## config.mk

```make
export PLATFORM = sky130hd
export DESIGN_NAME = board_ctrl_top
export DESIGN_NICKNAME = d
export VERILOG_FILES = /design/src/source/board_ctrl_pkg.sv /design/src/source/epb_wb_bridge.sv /design/src/source/wb_slot_decode.sv /design/src/source/misc_regs.sv /design/src/source/system_block.sv /design/src/source/board_reset_ctrl.sv /design/src/source/board_ctrl_top.sv
export VERILOG_INCLUDE_DIRS = /design/src /design/src/include
export SDC_FILE = /design/constraint.sdc
export NUM_CORES = 1
export LEC_CHECK = 0
export BUFFER_PORTS_ARGS = -buffer_cell sky130_fd_sc_hd__buf_2
export CELL_PAD_IN_SITES_DETAIL_PLACEMENT = 1
export CELL_PAD_IN_SITES_GLOBAL_PLACEMENT = 1
export CORE_ASPECT_RATIO = 0.5
export CORE_MARGIN = 2
export CORE_UTILIZATION = 41
export DETAILED_ROUTE_END_ITERATION = 12
export GPL_TIMING_DRIVEN = 0
export PLACE_DENSITY = 0.74
export SYNTH_ARGS = -nofsm -noshare
export SYNTH_HDL_FRONTEND = slang
export SYNTH_SLANG_ARGS = --single-unit
export TNS_END_PERCENT = 30
```

## constraint.sdc

```tcl
create_clock -name clk_master -period 2.2 [get_ports clk_master]
set_input_delay 0.11 -clock clk_master [delete_from_list [all_inputs] [get_ports clk_master]]
set_output_delay 0.11 -clock clk_master [all_outputs]
set_load 0.02 [all_outputs]
```

## src/include/board_build.svh

```systemverilog
`ifndef BOARD_BUILD_SVH
`define BOARD_BUILD_SVH

// Pick one of the selectors below for BOOT_CONF_SEL to choose where the boot code comes from.
`define BOOT_SEL_STRAPS 0
`define BOOT_SEL_EEPROM 1
`define BOOT_SEL_FAST   2
`define BOOT_CONF_SEL   `BOOT_SEL_STRAPS

`define BOOT_CODE_EEPROM 3'b111
`define BOOT_CODE_FAST   3'b010

`endif

```

## src/source/board_ctrl_pkg.sv

```systemverilog
`default_nettype none

package board_ctrl_pkg;

  localparam int EPB_ADDR_W = 5;
  localparam int DATA_W     = 8;
  localparam int SLOT_W     = 2;
  localparam int IDX_W      = 3;
  localparam int IRQ_W      = 4;  // Interrupt sources handled by the system block.
  localparam int CTRL_W     = 4;  // Writable bits of the misc control register.

  localparam logic [DATA_W-1:0] DESIGN_ID  = 8'hB3;
  localparam logic [DATA_W-1:0] REV_MAJOR  = 8'h01;
  localparam logic [DATA_W-1:0] REV_MINOR  = 8'h04;
  localparam logic [DATA_W-1:0] REV_RCS    = 8'h2A;
  localparam logic [DATA_W-1:0] EMPTY_READ = 8'hFF;  // Read value of an unpopulated slot.

  localparam logic [SLOT_W-1:0] SLOT_MISC = 2'd0;
  localparam logic [SLOT_W-1:0] SLOT_SYS  = 2'd3;

  // Register indexes inside the misc slot.
  localparam logic [IDX_W-1:0] MISC_REG_CONFIG = 3'd0;
  localparam logic [IDX_W-1:0] MISC_REG_DIP    = 3'd1;
  localparam logic [IDX_W-1:0] MISC_REG_CTRL   = 3'd2;
  localparam logic [IDX_W-1:0] MISC_REG_STATUS = 3'd3;

  // Register indexes inside the system slot.
  localparam logic [IDX_W-1:0] SYS_REG_DESIGN_ID = 3'd0;
  localparam logic [IDX_W-1:0] SYS_REG_REV_MAJOR = 3'd1;
  localparam logic [IDX_W-1:0] SYS_REG_REV_MINOR = 3'd2;
  localparam logic [IDX_W-1:0] SYS_REG_REV_RCS   = 3'd3;
  localparam logic [IDX_W-1:0] SYS_REG_IRQ_MASK  = 3'd4;
  localparam logic [IDX_W-1:0] SYS_REG_IRQ_STAT  = 3'd5;

  typedef struct packed {
    logic [SLOT_W-1:0] slot;  // Upper address bits pick one of four slots.
    logic [IDX_W-1:0]  idx;   // Lower bits select a register inside the slot.
  } wb_addr_f_t;

  typedef union packed {
    logic [EPB_ADDR_W-1:0] raw;
    wb_addr_f_t            f;
  } wb_addr_u;

  typedef struct packed {
    logic              stb;
    logic              we;
    wb_addr_u          adr;
    logic [DATA_W-1:0] dat;
  } wb_req_t;

  typedef struct packed {
    logic              ack;
    logic [DATA_W-1:0] dat;
  } wb_rsp_t;

endpackage

`default_nettype wire

```

## src/source/epb_wb_bridge.sv

```systemverilog
`timescale 1ns/100ps
`default_nettype none

module epb_wb_bridge
  import board_ctrl_pkg::*;
(
  input  wire                   clk_master,
  input  wire                   sys_reset,
  input  wire                   epb_cs_n_i,
  input  wire                   epb_we_n_i,
  input  wire                   epb_oe_n_i,
  input  wire  [EPB_ADDR_W-1:0] epb_addr_i,
  input  wire  [DATA_W-1:0]     epb_data_i,
  output logic [DATA_W-1:0]     epb_data_o,
  output logic                  epb_data_oe_o,
  output logic                  epb_rdy_o,
  output wb_req_t               wb_req_o,
  input  wire wb_rsp_t          wb_rsp_i
);

  typedef enum logic [1:0] {
    ST_IDLE,
    ST_BUS,
    ST_READY
  } state_t;

  state_t                state_q;
  logic                  stb_q;
  logic                  rdy_q;
  logic                  oe_q;
  logic                  we_q;
  logic                  rd_q;
  logic [EPB_ADDR_W-1:0] addr_q;
  logic [DATA_W-1:0]     wdat_q;
  logic [DATA_W-1:0]     rdat_q;
  logic                  start;

  assign start = (state_q == ST_IDLE) && !epb_cs_n_i;  // New host cycle accepted.

  always_ff @(posedge clk_master) begin
    if (sys_reset) begin
      state_q <= ST_IDLE;
      stb_q   <= 1'b0;
      rdy_q   <= 1'b0;
      oe_q    <= 1'b0;
    end else begin
      case (state_q)
        ST_IDLE: begin
          if (!epb_cs_n_i) begin
            state_q <= ST_BUS;  // Strobe goes out one cycle after capture.
          end
        end
        ST_BUS: begin
          oe_q <= rd_q;  // Drive the data pins only for reads.
          if (wb_rsp_i.ack) begin
            stb_q   <= 1'b0;
            rdy_q   <= 1'b1;
            state_q <= ST_READY;
          end else begin
            stb_q <= 1'b1;
          end
        end
        ST_READY: begin
          rdy_q <= 1'b0;  // Ready is a single-cycle pulse.
          oe_q  <= 1'b0;
          if (epb_cs_n_i) begin
            state_q <= ST_IDLE;  // Host has ended its cycle.
          end
        end
        default: state_q <= ST_IDLE;
      endcase
    end
  end

  // Address, direction and write data are held for the whole bus cycle.
  always_ff @(posedge clk_master) begin
    if (start) begin
      addr_q <= epb_addr_i;
      we_q   <= !epb_we_n_i;
      rd_q   <= !epb_oe_n_i && epb_we_n_i;
      wdat_q <= epb_data_i;
    end
    if (state_q == ST_BUS && wb_rsp_i.ack) begin
      rdat_q <= wb_rsp_i.dat;  // Read data stays on the pins through ready.
    end
  end

  always_comb begin
    wb_req_o         = '0;
    wb_req_o.stb     = stb_q;
    wb_req_o.we      = we_q;
    wb_req_o.adr.raw = addr_q;
    wb_req_o.dat     = wdat_q;
  end

  assign epb_data_o    = rdat_q;
  assign epb_data_oe_o = oe_q;
  assign epb_rdy_o     = rdy_q;

endmodule

`default_nettype wire

```

## src/source/wb_slot_decode.sv

```systemverilog
`timescale 1ns/100ps
`default_nettype none

module wb_slot_decode
  import board_ctrl_pkg::*;
(
  input  wire          clk_master,
  input  wire          sys_reset,
  input  wire wb_req_t wb_req_i,
  output wb_rsp_t      wb_rsp_o,
  output wb_req_t      misc_req_o,
  output wb_req_t      sys_req_o,
  input  wire wb_rsp_t misc_rsp_i,
  input  wire wb_rsp_t sys_rsp_i
);

  logic [SLOT_W-1:0] slot;
  logic              slot_empty;
  logic              empty_ack_q;

  assign slot       = wb_req_i.adr.f.slot;
  assign slot_empty = (slot != SLOT_MISC) && (slot != SLOT_SYS);  // Slots 1 and 2.

  always_comb begin
    misc_req_o     = wb_req_i;
    misc_req_o.stb = wb_req_i.stb && (slot == SLOT_MISC);
    sys_req_o      = wb_req_i;
    sys_req_o.stb  = wb_req_i.stb && (slot == SLOT_SYS);
  end

  // Stand-in responder so the host never hangs on an unpopulated slot.
  always_ff @(posedge clk_master) begin
    if (sys_reset) begin
      empty_ack_q <= 1'b0;
    end else begin
      empty_ack_q <= wb_req_i.stb && slot_empty && !empty_ack_q;
    end
  end

  always_comb begin
    wb_rsp_o.ack = misc_rsp_i.ack | sys_rsp_i.ack | empty_ack_q;
    case (slot)
      SLOT_MISC: wb_rsp_o.dat = misc_rsp_i.dat;
      SLOT_SYS:  wb_rsp_o.dat = sys_rsp_i.dat;
      default:   wb_rsp_o.dat = EMPTY_READ;
    endcase
  end

endmodule

`default_nettype wire

```

## src/source/misc_regs.sv

```systemverilog
`timescale 1ns/100ps
`default_nettype none

module misc_regs
  import board_ctrl_pkg::*;
(
  input  wire          clk_master,
  input  wire          sys_reset,
  input  wire wb_req_t wb_req_i,
  output wb_rsp_t      wb_rsp_o,
  input  wire  [7:0]   sys_config_i,
  input  wire  [3:0]   user_dip_i,
  input  wire  [3:0]   config_dip_i,
  input  wire          flash_busy_n_i,
  input  wire          mmc_wp_i,
  input  wire          mmc_cdetect_i,
  output logic [1:0]   user_led_n_o,
  output logic         por_force_req_o,
  output logic         geth_reset_req_o
);

  logic              ack_q;
  logic [CTRL_W-1:0] ctrl_q;
  logic [DATA_W-1:0] rdat_q;
  logic [DATA_W-1:0] rd_mux;
  logic              wr_en;

  // Only the first cycle of a strobe is acted upon.
  assign wr_en = wb_req_i.stb && wb_req_i.we && !ack_q;

  always_comb begin
    case (wb_req_i.adr.f.idx)
      MISC_REG_CONFIG: rd_mux = sys_config_i;
      MISC_REG_DIP:    rd_mux = {user_dip_i, config_dip_i};
      MISC_REG_CTRL:   rd_mux = {{(DATA_W - CTRL_W){1'b0}}, ctrl_q};
      MISC_REG_STATUS: rd_mux = {5'b0, mmc_cdetect_i, mmc_wp_i, !flash_busy_n_i};
      default:         rd_mux = '0;
    endcase
  end

  always_ff @(posedge clk_master) begin
    if (sys_reset) begin
      ack_q  <= 1'b0;
      ctrl_q <= '0;  // LEDs off and no reset requests.
    end else begin
      ack_q <= wb_req_i.stb && !ack_q;
      if (wr_en && wb_req_i.adr.f.idx == MISC_REG_CTRL) begin
        ctrl_q <= wb_req_i.dat[CTRL_W-1:0];
      end
    end
  end

  always_ff @(posedge clk_master) begin
    if (wb_req_i.stb && !ack_q) begin
      rdat_q <= rd_mux;
    end
  end

  assign wb_rsp_o.ack     = ack_q;
  assign wb_rsp_o.dat     = rdat_q;
  assign por_force_req_o  = ctrl_q[0];
  assign geth_reset_req_o = ctrl_q[1];
  assign user_led_n_o     = ~ctrl_q[3:2];  // LED pins sink current when lit.

endmodule

`default_nettype wire

```

## src/source/system_block.sv

```systemverilog
`timescale 1ns/100ps
`default_nettype none

module system_block
  import board_ctrl_pkg::*;
(
  input  wire              clk_master,
  input  wire              sys_reset,
  input  wire wb_req_t     wb_req_i,
  output wb_rsp_t          wb_rsp_o,
  input  wire  [IRQ_W-1:0] irq_src_i,
  output logic             irq_o
);

  logic              ack_q;
  logic [DATA_W-1:0] rdat_q;
  logic [DATA_W-1:0] rd_mux;
  logic [IRQ_W-1:0]  mask_q;
  logic [IRQ_W-1:0]  stat_q;
  logic [IRQ_W-1:0]  src_q;
  logic [IRQ_W-1:0]  rise;
  logic [IRQ_W-1:0]  clr;
  logic              irq_q;
  logic              wr_en;

  assign wr_en = wb_req_i.stb && wb_req_i.we && !ack_q;
  assign rise  = irq_src_i & ~src_q;
  assign clr   = (wr_en && wb_req_i.adr.f.idx == SYS_REG_IRQ_STAT) ?
                 wb_req_i.dat[IRQ_W-1:0] : '0;  // Write one to clear.

  always_comb begin
    case (wb_req_i.adr.f.idx)
      SYS_REG_DESIGN_ID: rd_mux = DESIGN_ID;
      SYS_REG_REV_MAJOR: rd_mux = REV_MAJOR;
      SYS_REG_REV_MINOR: rd_mux = REV_MINOR;
      SYS_REG_REV_RCS:   rd_mux = REV_RCS;
      SYS_REG_IRQ_MASK:  rd_mux = {{(DATA_W - IRQ_W){1'b0}}, mask_q};
      SYS_REG_IRQ_STAT:  rd_mux = {{(DATA_W - IRQ_W){1'b0}}, stat_q};
      default:           rd_mux = '0;
    endcase
  end

  always_ff @(posedge clk_master) begin
    if (sys_reset) begin
      ack_q  <= 1'b0;
      mask_q <= '0;
      stat_q <= '0;
      src_q  <= '0;
      irq_q  <= 1'b0;
    end else begin
      ack_q  <= wb_req_i.stb && !ack_q;
      src_q  <= irq_src_i;
      stat_q <= (stat_q & ~clr) | rise;  // A new edge wins over a clear.
      irq_q  <= |(stat_q & mask_q);
      if (wr_en && wb_req_i.adr.f.idx == SYS_REG_IRQ_MASK) begin
        mask_q <= wb_req_i.dat[IRQ_W-1:0];
      end
    end
  end

  always_ff @(posedge clk_master) begin
    if (wb_req_i.stb && !ack_q) begin
      rdat_q <= rd_mux;
    end
  end

  assign wb_rsp_o.ack = ack_q;
  assign wb_rsp_o.dat = rdat_q;
  assign irq_o        = irq_q;

endmodule

`default_nettype wire

```

## src/source/board_reset_ctrl.sv

```systemverilog
`timescale 1ns/100ps
`default_nettype none

`include "board_build.svh"

module board_reset_ctrl
  import board_ctrl_pkg::*;
(
  input  wire        clk_master,
  input  wire        sys_reset,
  input  wire        reset_debug_n_i,
  input  wire        por_force_req_i,
  input  wire        geth_reset_req_i,
  input  wire  [3:0] user_dip_i,
  input  wire  [3:0] config_dip_i,
  input  wire  [7:0] sys_config_i,
  output logic       ppc_reset_n_o,
  output logic       ddr2_reset_n_o,
  output logic       geth_reset_n_o,
  output logic       por_force_oe_o,
  output logic       eeprom_wp_o,
  output logic [2:0] boot_conf_o
);

  logic       req_q;
  logic       por_q;
  logic [2:0] strap_code;

  assign ppc_reset_n_o  = reset_debug_n_i && !sys_reset;
  assign ddr2_reset_n_o = !sys_reset;
  assign geth_reset_n_o = !(sys_reset || geth_reset_req_i);
  assign eeprom_wp_o    = !user_dip_i[3];

  // Only a fresh request arms the one-shot force, and only reset releases it.
  always_ff @(posedge clk_master) begin
    if (sys_reset) begin
      req_q <= 1'b0;
      por_q <= 1'b0;
    end else begin
      req_q <= por_force_req_i;
      if (por_force_req_i && !req_q) begin
        por_q <= 1'b1;
      end
    end
  end

  assign por_force_oe_o = por_q;  // Enable pulls the open-drain pin low.

  always_comb begin
    if (!config_dip_i[1]) strap_code = 3'b001;
    else if (!config_dip_i[0]) strap_code = 3'b010;
    else if (sys_config_i[1]) strap_code = `BOOT_CODE_EEPROM;  // I2C boot from EEPROM.
    else strap_code = `BOOT_CODE_FAST;
  end

  always_comb begin
    case (`BOOT_CONF_SEL)
      `BOOT_SEL_EEPROM: boot_conf_o = `BOOT_CODE_EEPROM;
      `BOOT_SEL_FAST:   boot_conf_o = `BOOT_CODE_FAST;
      default:          boot_conf_o = strap_code;
    endcase
  end

endmodule

`default_nettype wire

```

## src/source/board_ctrl_top.sv

```systemverilog
`timescale 1ns/100ps
`default_nettype none

module board_ctrl_top
  import board_ctrl_pkg::*;
(
  input  wire                   clk_master,
  input  wire                   sys_reset,
  input  wire                   epb_cs_n_i,
  input  wire                   epb_we_n_i,
  input  wire                   epb_oe_n_i,
  input  wire  [EPB_ADDR_W-1:0] epb_addr_i,
  input  wire  [DATA_W-1:0]     epb_data_i,
  output logic [DATA_W-1:0]     epb_data_o,
  output logic                  epb_data_oe_o,
  output logic                  epb_rdy_o,
  input  wire  [7:0]            sys_config_i,
  input  wire  [3:0]            user_dip_i,
  input  wire  [3:0]            config_dip_i,
  input  wire                   flash_busy_n_i,
  input  wire                   mmc_wp_i,
  input  wire                   mmc_cdetect_i,
  output logic [1:0]            user_led_n_o,
  input  wire                   reset_debug_n_i,
  output logic                  ppc_reset_n_o,
  output logic                  ddr2_reset_n_o,
  output logic                  geth_reset_n_o,
  output logic                  por_force_oe_o,
  output logic                  eeprom_wp_o,
  output logic [2:0]            boot_conf_o,
  input  wire  [IRQ_W-1:0]      irq_src_i,
  output logic                  irq_o
);

  wb_req_t host_req;
  wb_rsp_t host_rsp;
  wb_req_t misc_req;
  wb_rsp_t misc_rsp;
  wb_req_t sys_req;
  wb_rsp_t sys_rsp;
  logic    por_force_req;
  logic    geth_reset_req;

  epb_wb_bridge u_bridge (
    .clk_master, .sys_reset, .epb_cs_n_i, .epb_we_n_i, .epb_oe_n_i, .epb_addr_i,
    .epb_data_i, .epb_data_o, .epb_data_oe_o, .epb_rdy_o,
    .wb_req_o (host_req),
    .wb_rsp_i (host_rsp)
  );

  wb_slot_decode u_decode (
    .clk_master, .sys_reset,
    .wb_req_i   (host_req),
    .wb_rsp_o   (host_rsp),
    .misc_req_o (misc_req),
    .sys_req_o  (sys_req),
    .misc_rsp_i (misc_rsp),
    .sys_rsp_i  (sys_rsp)
  );

  misc_regs u_misc (
    .clk_master, .sys_reset, .sys_config_i, .user_dip_i, .config_dip_i,
    .flash_busy_n_i, .mmc_wp_i, .mmc_cdetect_i, .user_led_n_o,
    .wb_req_i         (misc_req),
    .wb_rsp_o         (misc_rsp),
    .por_force_req_o  (por_force_req),
    .geth_reset_req_o (geth_reset_req)
  );

  system_block u_system (
    .clk_master, .sys_reset, .irq_src_i, .irq_o,
    .wb_req_i (sys_req),
    .wb_rsp_o (sys_rsp)
  );

  board_reset_ctrl u_reset (
    .clk_master, .sys_reset, .reset_debug_n_i, .user_dip_i, .config_dip_i, .sys_config_i,
    .ppc_reset_n_o, .ddr2_reset_n_o, .geth_reset_n_o, .por_force_oe_o, .eeprom_wp_o,
    .boot_conf_o,
    .por_force_req_i  (por_force_req),
    .geth_reset_req_i (geth_reset_req)
  );

endmodule

`default_nettype wire

```

==> results of run 1 <==
-- flip-flops by register name, indices dropped and copies added (netlist names) --
| signal | flops |
|---|---|
| u_bridge.epb_data_o | 8 |
| u_bridge.rd_q | 1 |
| u_bridge.stb_q | 1 |
| u_bridge.addr_q | 5 |
| u_reset.por_force_oe_o | 1 |
| u_system.src_q | 4 |
| u_misc.ctrl_q | 4 |
| u_system.rdat_q | 6 |
| u_system.stat_q | 4 |
| u_system.mask_q | 4 |
| u_misc.rdat_q | 8 |
| u_bridge.wdat_q | 4 |
| u_decode.empty_ack_q | 1 |
| u_system.ack_q | 1 |
| u_misc.ack_q | 1 |
| u_bridge.state_q | 2 |
| u_bridge.epb_data_oe_o | 1 |
| u_reset.req_q | 1 |
| u_system.irq_o | 1 |
| u_bridge.we_q | 1 |
| u_bridge.epb_rdy_o | 1 |
-- power by group --
part	switching, µW	internal (µW)
Sequential	72.8	1350
Clock	496	899
Combinational	380	277
Total	949	2530
-- cell type report --
class	instances	area [µm²]
Timing Repair Buffer	67	380
Tap cell	88	110
Inverter	15	56.3
Fill cell	681	2690
Multi-Input combinational cell	134	931
Sequential cell	60	1530
Buffer	10	47.5
Clock buffer	12	279
Clock inverter	4	28.8
-- logic make-up (layout without fill, tap and decap cells) --
kind of cell | after synthesis | in the layout | synth area share, %
muxes | 22 | 22 | 10.0
DFF | 60 | 60 | 59.7
adders and majority gates | 6 | 6 | 2.93
and+or+nand+nor | 78 | 78 | 16.2
AOI/OAI and AO/OA | 28 | 28 | 7.07
buffers and inverters | 25 | 108 | 4.05
-- synth_stat cells, types with 2 or more instances --
| cell | instances | share of area (%) |
|---|---|---|
| nor4_1 | 2 | 0.49 |
| dfxtp_1 | 27 | 21 |
| edfxtp_1 | 33 | 39 |
| ha_1 | 6 | 2.9 |
| nor3_1 | 8 | 1.6 |
| and2b_1 | 2 | 0.58 |
| nor2b_1 | 19 | 4.6 |
| a31oi_1 | 2 | 0.49 |
| nand2_1 | 27 | 3.9 |
| mux2i_1 | 19 | 7.4 |
| or4_4 | 2 | 0.88 |
| a22oi_1 | 2 | 0.58 |
| o21ai_0 | 5 | 0.97 |
| mux4_2 | 3 | 2.6 |
| buf_2 | 4 | 0.78 |
| nor2_1 | 6 | 0.88 |
| a21oi_1 | 10 | 2.0 |
| a221o_1 | 5 | 2.0 |
| nand2b_1 | 3 | 0.73 |
| o22ai_1 | 2 | 0.49 |
| inv_1 | 15 | 2.2 |
| clkbuf_1 | 4 | 0.58 |
| nand3b_1 | 3 | 0.88 |
-- layer usage --
| layer | up-vias | part of all wire [%] | GRT usage [%] |
|---|---|---|---|
| met2 | 32 | 49 | 31.2 |
| met1 | 906 | 46 | 22.3 |
| li1 | 929 | - | - |
| met5 | - | 0 | 0 |
| met4 | 0 | 1.3 | 6.63 |
| met3 | 6 | 3.2 | 4.87 |
-- what timing repair did --
action	4_1_cts	5_1_grt
setup buffers	0	0
endpoints found under the setup margin	0	0
hold buffers	9	0
hold endpoints to repair	9	0
-- final timing paths --
check                            start              endpoint  slack (ns)  cells after the start
setup / recovery   u_bridge.state_q[0]    u_bridge.addr_q[2]        0.27                      3
setup reg to reg   u_bridge.state_q[0]    u_bridge.addr_q[2]        0.27                      3
hold / removal            irq_src_i[3]     u_system.src_q[3]        0.01                      2
hold reg to reg   u_decode.empty_ack_q  u_decode.empty_ack_q        0.44                      1
-- placed cells by master, fill, tap and decap left out, types with 8 or more instances in the layout --
| cell | count |
|---|---|
| nor3_1 | 8 |
| nand2_1 | 27 |
| clkbuf_16 | 11 |
| dfxtp_1 | 27 |
| inv_1 | 15 |
| a21oi_1 | 10 |
| buf_2 | 62 |
| nor2b_1 | 19 |
| dlygate4sd3_1 | 9 |
| edfxtp_1 | 33 |
| mux2i_1 | 19 |
-- per-stage QoR --
step / hold slack [ns] / instances / setup WS (ns) / util, % / total power (µW)
after floorplan: 0.182 / 219 / 0.670 / - / 1880
after global placement: 0.288 / 365 / 0.301 / 49.0 / 2050
after detailed placement: 0.289 / 365 / 0.228 / 49.0 / 2090
after CTS: 0.0124 / 390 / 0.217 / 55.6 / 3510
after global routing: 0.0260 / 390 / 0.114 / 55.6 / 3640
final: 0.0115 / 390 / 0.265 / 55.6 / 3480
==> flow_summary.yaml, run 1 <==
synth:
  seq_area_frac_synth_pct: 59.7
  ys_ff_latch: 60
  ys.flop_type: "edfxtp_1"
  yosysWarningCount: 0
  synth_area_mm2: 0.00257
  synth-edff-count: 33
  synth.avg_cell_area_um2: 11.7
  ys_types: 33
  async_flop_share_pct: 0
  syn_inst: 219
  syn_nets: 267
worst_hold_path:
  min_path_type: "in -> reg"
setup_path:
  worstPathMaxFanout: 11
  critPathMaxStageDelay_ns: 0.94
  crit_family: "simple AND/OR/NAND/NOR gates"
  crit_chain: "inv_1 -> ha_1 -> nor2b_1"
  slowest_stage: "nor2b_1"
  critPathLaunchType: "register"
  path_buf_inv: 1
  worst_ep_arrival_time_ns: 1.86
  required_ns: 2.13
  crit_path_end_kind: "register"
  critical_path_class: "reg -> reg"
placed_design:
  placed_area_mm2: 0.00297
  numPortBuffers: 58
  place_congestion: 0.740
  hpwl_mm: 4.30
floorplan:
  die_x_um: 116
  ios: 63
  start_util_pct: 42.4
  rows: 20
  die-area_mm2: 0.00695
  die_h_um: 59.9
  core_area_mm2: 0.00606
finish:
  antenna_cells: 0
  final_nets: 345
  drive_above_1_share_pct: 28.8
  fin_area_mm2: 0.00336
  syn_to_final_growth_pct: 31.1
clocking:
  cts_num_sinks: 60
  ctsRootBufferMaster: "clkbuf_16"
  numCtsBuffers: 9
  clk_pin_slew_ns: 0.06
  clk_path_buf_depth: 2
  cts_resized: 0
  clkLatencyLatePin_ns: 0.32
  cts_tree: "done"
  htreeDepth: 3
route:
  vias_per_cell: 4.80
  drt_pass1_iterations: 4
  drc: 0
  first_iter_violations: 58
  via_count: 1873
  ant_nets: 0
  wire_per_inst_um: 15.0
  finalWirelength_mm: 5.85
timing:
  rsz0062_at_grt: "false"
  fin_crit_sh_pct: 87.9
  fin_skew_ns: 0.00757
  setup_viol: 0
  worst_slew_pin_slew_ns: 1.19
  relSlewSlack_pct: 20.8
  fin_crit_ns: 1.93
  max_freq_mhz: 517
  final.setup.tns_ns: 0
  maxSlewViolCount: 0
  finalHoldViolations: 0
run_status:
  status: "finished clean"
grt:
  grt_use_total_pct: 18.1
  grt_start_max_net_pins: 12
  antenna_found_initial: 0
  overflow: 0
  grt_pass1_vias: 1875
  grt_first_pass_wirelength_mm: 9.21
power_and_ir_drop:
  power_density_mw_per_mm2: 1030
  leakagePower_uw: 0.00140
  peakVddDrop_mv: 0.440
flow_run:
  max-cap-violations: 0
No activity file was read; power rests on OpenSTA's default activity.
==> run 2, diff against run 1 <==
--- a/config.mk
+++ b/config.mk
@@ -6,16 +6,17 @@
 export SDC_FILE = /design/constraint.sdc
 export NUM_CORES = 1
 export LEC_CHECK = 0
-export BUFFER_PORTS_ARGS = -buffer_cell sky130_fd_sc_hd__buf_2
+export BUFFER_PORTS_ARGS = -buffer_cell sky130_fd_sc_hd__buf_4
 export CELL_PAD_IN_SITES_DETAIL_PLACEMENT = 1
 export CELL_PAD_IN_SITES_GLOBAL_PLACEMENT = 1
 export CORE_ASPECT_RATIO = 0.5
 export CORE_MARGIN = 2
-export CORE_UTILIZATION = 41
+export CORE_UTILIZATION = 44
 export DETAILED_ROUTE_END_ITERATION = 12
 export GPL_TIMING_DRIVEN = 0
-export PLACE_DENSITY = 0.74
+export PLACE_DENSITY = 0.76
 export SYNTH_ARGS = -nofsm -noshare
 export SYNTH_HDL_FRONTEND = slang
+export SYNTH_HIERARCHICAL = 1
 export SYNTH_SLANG_ARGS = --single-unit
 export TNS_END_PERCENT = 30
==> run 2 against run 1 <==
  * Total power grew 8.7%
  * Flip-flop and latch count unchanged
  * Area after synthesis up 14%
  * Synthesized cell count is 10% higher
  * Core utilization increased by 6.4 points
  * Largest cell class unchanged
  * Highest routed layer unchanged
  * Critical endpoint is now u_misc/ctrl_q[2]
  * Clock power about the same
==> flow_summary.yaml, run 2 <==
placed_design:
  dp_slack_ns: -0.0515
  hpwl_mm: 4.68
  placed_area_mm2: 0.00347
  place_congestion: 0.772
  numPortBuffers: 58
clocking:
  cts_tree: "done"
  numCtsBuffers: 9
  cts_num_sinks: 60
  clkLatencyLatePin_ns: 0.32
  cts_setup_buffers: 0
  clk_path_buf_depth: 2
  ctsRootBufferMaster: "clkbuf_16"
  clk_pin_slew_ns: 0.05
  htreeDepth: 3
power_and_ir_drop:
  power_density_mw_per_mm2: 975
  peakVddDrop_mv: 0.596
  leakagePower_uw: 0.00161
  fin_total_pwr_uw: 3780
floorplan:
  core_area_mm2: 0.00626
  die_h_um: 61.7
  ios: 63
  die_x_um: 119
  start_util_pct: 46.8
  rows: 20
  die-area_mm2: 0.00736
route:
  finalWirelength_mm: 6.46
  wire_per_inst_um: 15.7
  vias_per_cell: 4.84
  routed-wl-met3_um: 336
  drt_pass1_iterations: 4
  via_count: 1995
  first_iter_violations: 91
  wl_met2_mm: 3.05
  drc: 0
  ant_nets: 0
  top_layer_used: "met4"
  drt-met1-wl_mm: 2.98
finish:
  final_nets: 368
  antenna_cells: 0
  layout_commonest_cell: "buf_4"
  final_util_pct: 62.0
  final_cell_mix: "buf_4 (83), edfxtp_1 (33), nand2b_1 (28)"
  syn_to_final_growth_pct: 32.5
  fillCellCount: 653
  drive_above_1_share_pct: 36.7
  fin_area_mm2: 0.00388
flow_run:
  max-cap-violations: 0
synth:
  syn_inst: 241
  synth_area_mm2: 0.00293
  yosysWarningCount: 6
  syn_nets: 290
  synth.avg_cell_area_um2: 12.1
timing:
  max_freq_mhz: 498
  rsz0062_at_grt: "false"
  fin_crit_ns: 2.01
  fin_crit_sh_pct: 91.3
  maxSlewViolCount: 0
  finalHoldViolations: 0
  fin_skew_ns: 0.00756
  fin_ws_ns: 0.191
  worst_hold_slack_ns: 0.0528
  setup_viol: 0
setup_path:
  worst_ep_arrival_time_ns: 2.25
  critical_path_class: "reg -> reg"
  critPathLaunchType: "register"
  required_ns: 2.44
  crit_path_end_kind: "register"
  worstPathMaxFanout: 10
grt:
  overflow: 0
  grt_start_max_net_pins: 31
  antenna_found_initial: 0
  grt_use_total_pct: 19.3
  grt_first_pass_wirelength_mm: 10.3
  grt_pass1_vias: 2129
worst_hold_path:
  min_path_type: "in -> reg"
run_status:
  status: "finished clean"
## run 2: worst max-delay path: stages, from the launching register on
cell and delay [ns]:
edfxtp_1 0.40, inv_1 0.07, ha_1 0.15, buf_6 0.13, and2_2 0.13, nor2b_2 0.41
and4b_1 0.30, buf_6 0.13, mux2i_1 0.19
## run 2: what timing repair did
item / CTS / global route
hold buffers: 9 / 0
setup endpoints to repair: 4 / 0
hold endpoints to repair: 9 / 0
resized for setup: 1 / 0
## run 2: metrics by stage
stage,TNS (ns),instances
floorplan,0,241
global placement,0,387
detailed placement,-0.0875,387
CTS,0,412
global route,0,412
finish,0,412
## run 2: report_power, final
part,leakage (µW),switching [µW],internal [µW]
Combinational,0.000932,465,470
Clock,0.000154,458,954
Sequential,0.000527,70.5,1360
Total,0.00161,994,2790
## run 2: layout make-up
| cell class | count | area, µm² | area share (%) |
|---|---|---|---|
| timing repair buffer | 67 | 526 | 13.5 |
| clock buffer | 16 | 313 | 8.06 |
| buffer | 34 | 263 | 6.77 |
| tap | 88 | 110 | 2.84 |
| multi-input combinational | 134 | 1090 | 28.0 |
| inverter | 13 | 48.8 | 1.26 |
| sequential | 60 | 1530 | 39.5 |
## run 2: worst paths after layout
check                           slack (ns)               start  cells past startpoint                  to
worst min register to register        0.47   u_system/src_q[0]                      2  u_system/stat_q[0]
worst max register to register        0.19  u_bridge/addr_q[3]                      8    u_misc/ctrl_q[2]
worst min-delay path                  0.05          epb_oe_n_i                      2       u_bridge/rd_q
worst max-delay path                  0.19  u_bridge/addr_q[3]                      8    u_misc/ctrl_q[2]
## run 2: per-layer routing
metal  global-route usage [%]  vias up
met2                     33.8       41
met1                     22.4      957
met4                     7.56        0
met3                     7.31       12
met5                        0        -
li1                         -      985
==> run 3, diff against run 2 <==
--- a/config.mk
+++ b/config.mk
@@ -10,8 +10,8 @@
 export CELL_PAD_IN_SITES_DETAIL_PLACEMENT = 1
 export CELL_PAD_IN_SITES_GLOBAL_PLACEMENT = 1
 export CORE_ASPECT_RATIO = 0.5
-export CORE_MARGIN = 2
 export CORE_UTILIZATION = 44
+export CTS_CLUSTER_SIZE = 10
 export DETAILED_ROUTE_END_ITERATION = 12
 export GPL_TIMING_DRIVEN = 0
 export PLACE_DENSITY = 0.76
==> run 3 against run 2 <==
  * Flip-flop and latch count stayed put
  * Critical endpoint is now u_misc/ctrl_q[1]
  * Sequential share of layout area grew 0.19 points
  * Wire length fell by 0.81%
  * Register-to-register slack about the same
  * Largest power group unchanged
==> flow_summary.yaml, run 3 (synthesis results as in run 2) <==
run_status:
  status: "finished clean"
clocking:
  htreeDepth: 3
  cts_num_sinks: 60
  cts_tree: "done"
  cts_setup_buffers: 0
  clk_pin_slew_ns: 0.05
  clkLatencyLatePin_ns: 0.32
  numCtsBuffers: 9
  ctsRootBufferMaster: "clkbuf_16"
  clk_path_buf_depth: 2
timing:
  fin_skew_ns: 0.00691
  maxSlewViolCount: 0
  rsz0062_at_grt: "false"
  max_freq_mhz: 499
  worst_hold_slack_ns: 0.0554
  finalHoldViolations: 0
  fin_ws_ns: 0.198
  final.setup.tns_ns: 0
  setup_viol: 0
  fin_crit_sh_pct: 91.0
  fin_crit_ns: 2.00
grt:
  antenna_found_initial: 0
  grt_first_pass_wirelength_mm: 10.2
  grt_pass1_vias: 2032
  overflow: 0
  grt_use_total_pct: 20.3
  grt_start_max_net_pins: 31
finish:
  syn_to_final_growth_pct: 31.8
  final_nets: 368
  antenna_cells: 0
  fin_cells: 412
  fillCellCount: 621
  layout_commonest_cell: "buf_4"
  final_cell_mix: "buf_4 (83), edfxtp_1 (33), nand2b_1 (28)"
  multi_input_area_mm2: 0.00109
  seqCellArea_mm2: 0.00153
  drive_above_1_share_pct: 36.4
floorplan:
  die_h_um: 59.7
  ios: 63
  die-area_mm2: 0.00700
  core_area_mm2: 0.00623
  start_util_pct: 47.0
  rows: 20
  die_x_um: 117
setup_path:
  path_buf_inv: 3
  critical_path_class: "reg -> reg"
  critPathLaunchType: "register"
  slowest_stage: "nor2b_2"
  worst_ep_arrival_time_ns: 2.24
  required_ns: 2.44
  worstPathMaxFanout: 10
  crit_family: "simple AND/OR/NAND/NOR gates"
  critPathMaxStageDelay_ns: 0.42
  crit_path_end_kind: "register"
  crit_chain: "inv_1 -> ha_1 -> buf_6 -> and2_2 -> nor2b_2 -> and4b_1 -> buf_6 -> mux2i_1"
  cp_common_cell: "buf_6"
flow_run:
  max-cap-violations: 0
placed_design:
  place_congestion: 0.747
  placedCellCount: 387
  numPortBuffers: 58
  dp_slack_ns: -0.0237
  hpwl_mm: 4.76
worst_hold_path:
  min_path_type: "in -> reg"
route:
  ant_nets: 0
  wire_per_inst_um: 15.6
  vias_per_cell: 4.85
  finalWirelength_mm: 6.41
  via_count: 1997
  first_iter_violations: 115
  drt_pass1_iterations: 4
  drc: 0
power_and_ir_drop:
  power_density_mw_per_mm2: 959
  leakagePower_uw: 0.00160
  fin_total_pwr_uw: 3700
  peakVddDrop_mv: 0.544
[run 3: cell types whose count changed in the layout (fill, tap and decap cells not counted), sizes merged]
| cell | change |
|---|---|
| clkinv | +1 |
| clkbuf | -1 |
[run 3: report_power, final]
| part | total (µW) | switching (µW) | internal (µW) | leakage [µW] |
|---|---|---|---|---|
| Sequential | 1440 | 73.4 | 1360 | 0.000527 |
| Clock | 1320 | 432 | 888 | 0.000145 |
| Combinational | 942 | 470 | 472 | 0.000932 |
[run 3: through the flow]
step / utilization (%) / area, µm²
after CTS: 61.9 / 3860
after floorplan: - / 2930
after detailed placement: 55.7 / 3470
final: 61.9 / 3860
after global routing: 61.9 / 3860
after global placement: 55.7 / 3470
[run 3: area by class of cell]
cell class	instances	area share, %
clock inverters	1	0.130
repair buffers	67	13.6
multi-input cells	134	28.2
inverters	13	1.26
plain buffers	34	6.81
clock buffers	15	7.49
well taps	88	2.85
flip-flops and latches	60	39.7
[run 3: repair_timing]
item                                   in CTS  in global routing
setup endpoints to repair                   4                  0
endpoints found under the hold margin       9                  0
resized for setup                           1                  0
hold buffers                                9                  0
[run 3: final timing paths]
check	startpoint	end	slack (ns)	cells past startpoint
worst max-delay path	u_bridge/addr_q[3]	u_misc/ctrl_q[1]	0.20	8
worst min-delay path	epb_oe_n_i	u_bridge/rd_q	0.06	2
worst max register to register	u_bridge/addr_q[3]	u_misc/ctrl_q[1]	0.20	8
worst min register to register	u_system/src_q[1]	u_system/stat_q[1]	0.46	2
[run 3: per-layer routing]
layer  track usage [%]  up-vias  wire length [µm]
li1                  -      984                 -
met1              24.3      956              2950
met2              34.9       46              3110
met3              6.30       11               261
met4              8.72        0                82
met5                 0        -                 0
[run 3: worst register-to-register path, delay by kind of cell, from the launching register on]
family,cells,cell delay [ns]
adder cells (fa/ha/maj),1,0.16
buffers and inverters,3,0.34
flip-flops,1,0.38
multiplexers,1,0.19
AND/OR/NAND/NOR,3,0.84
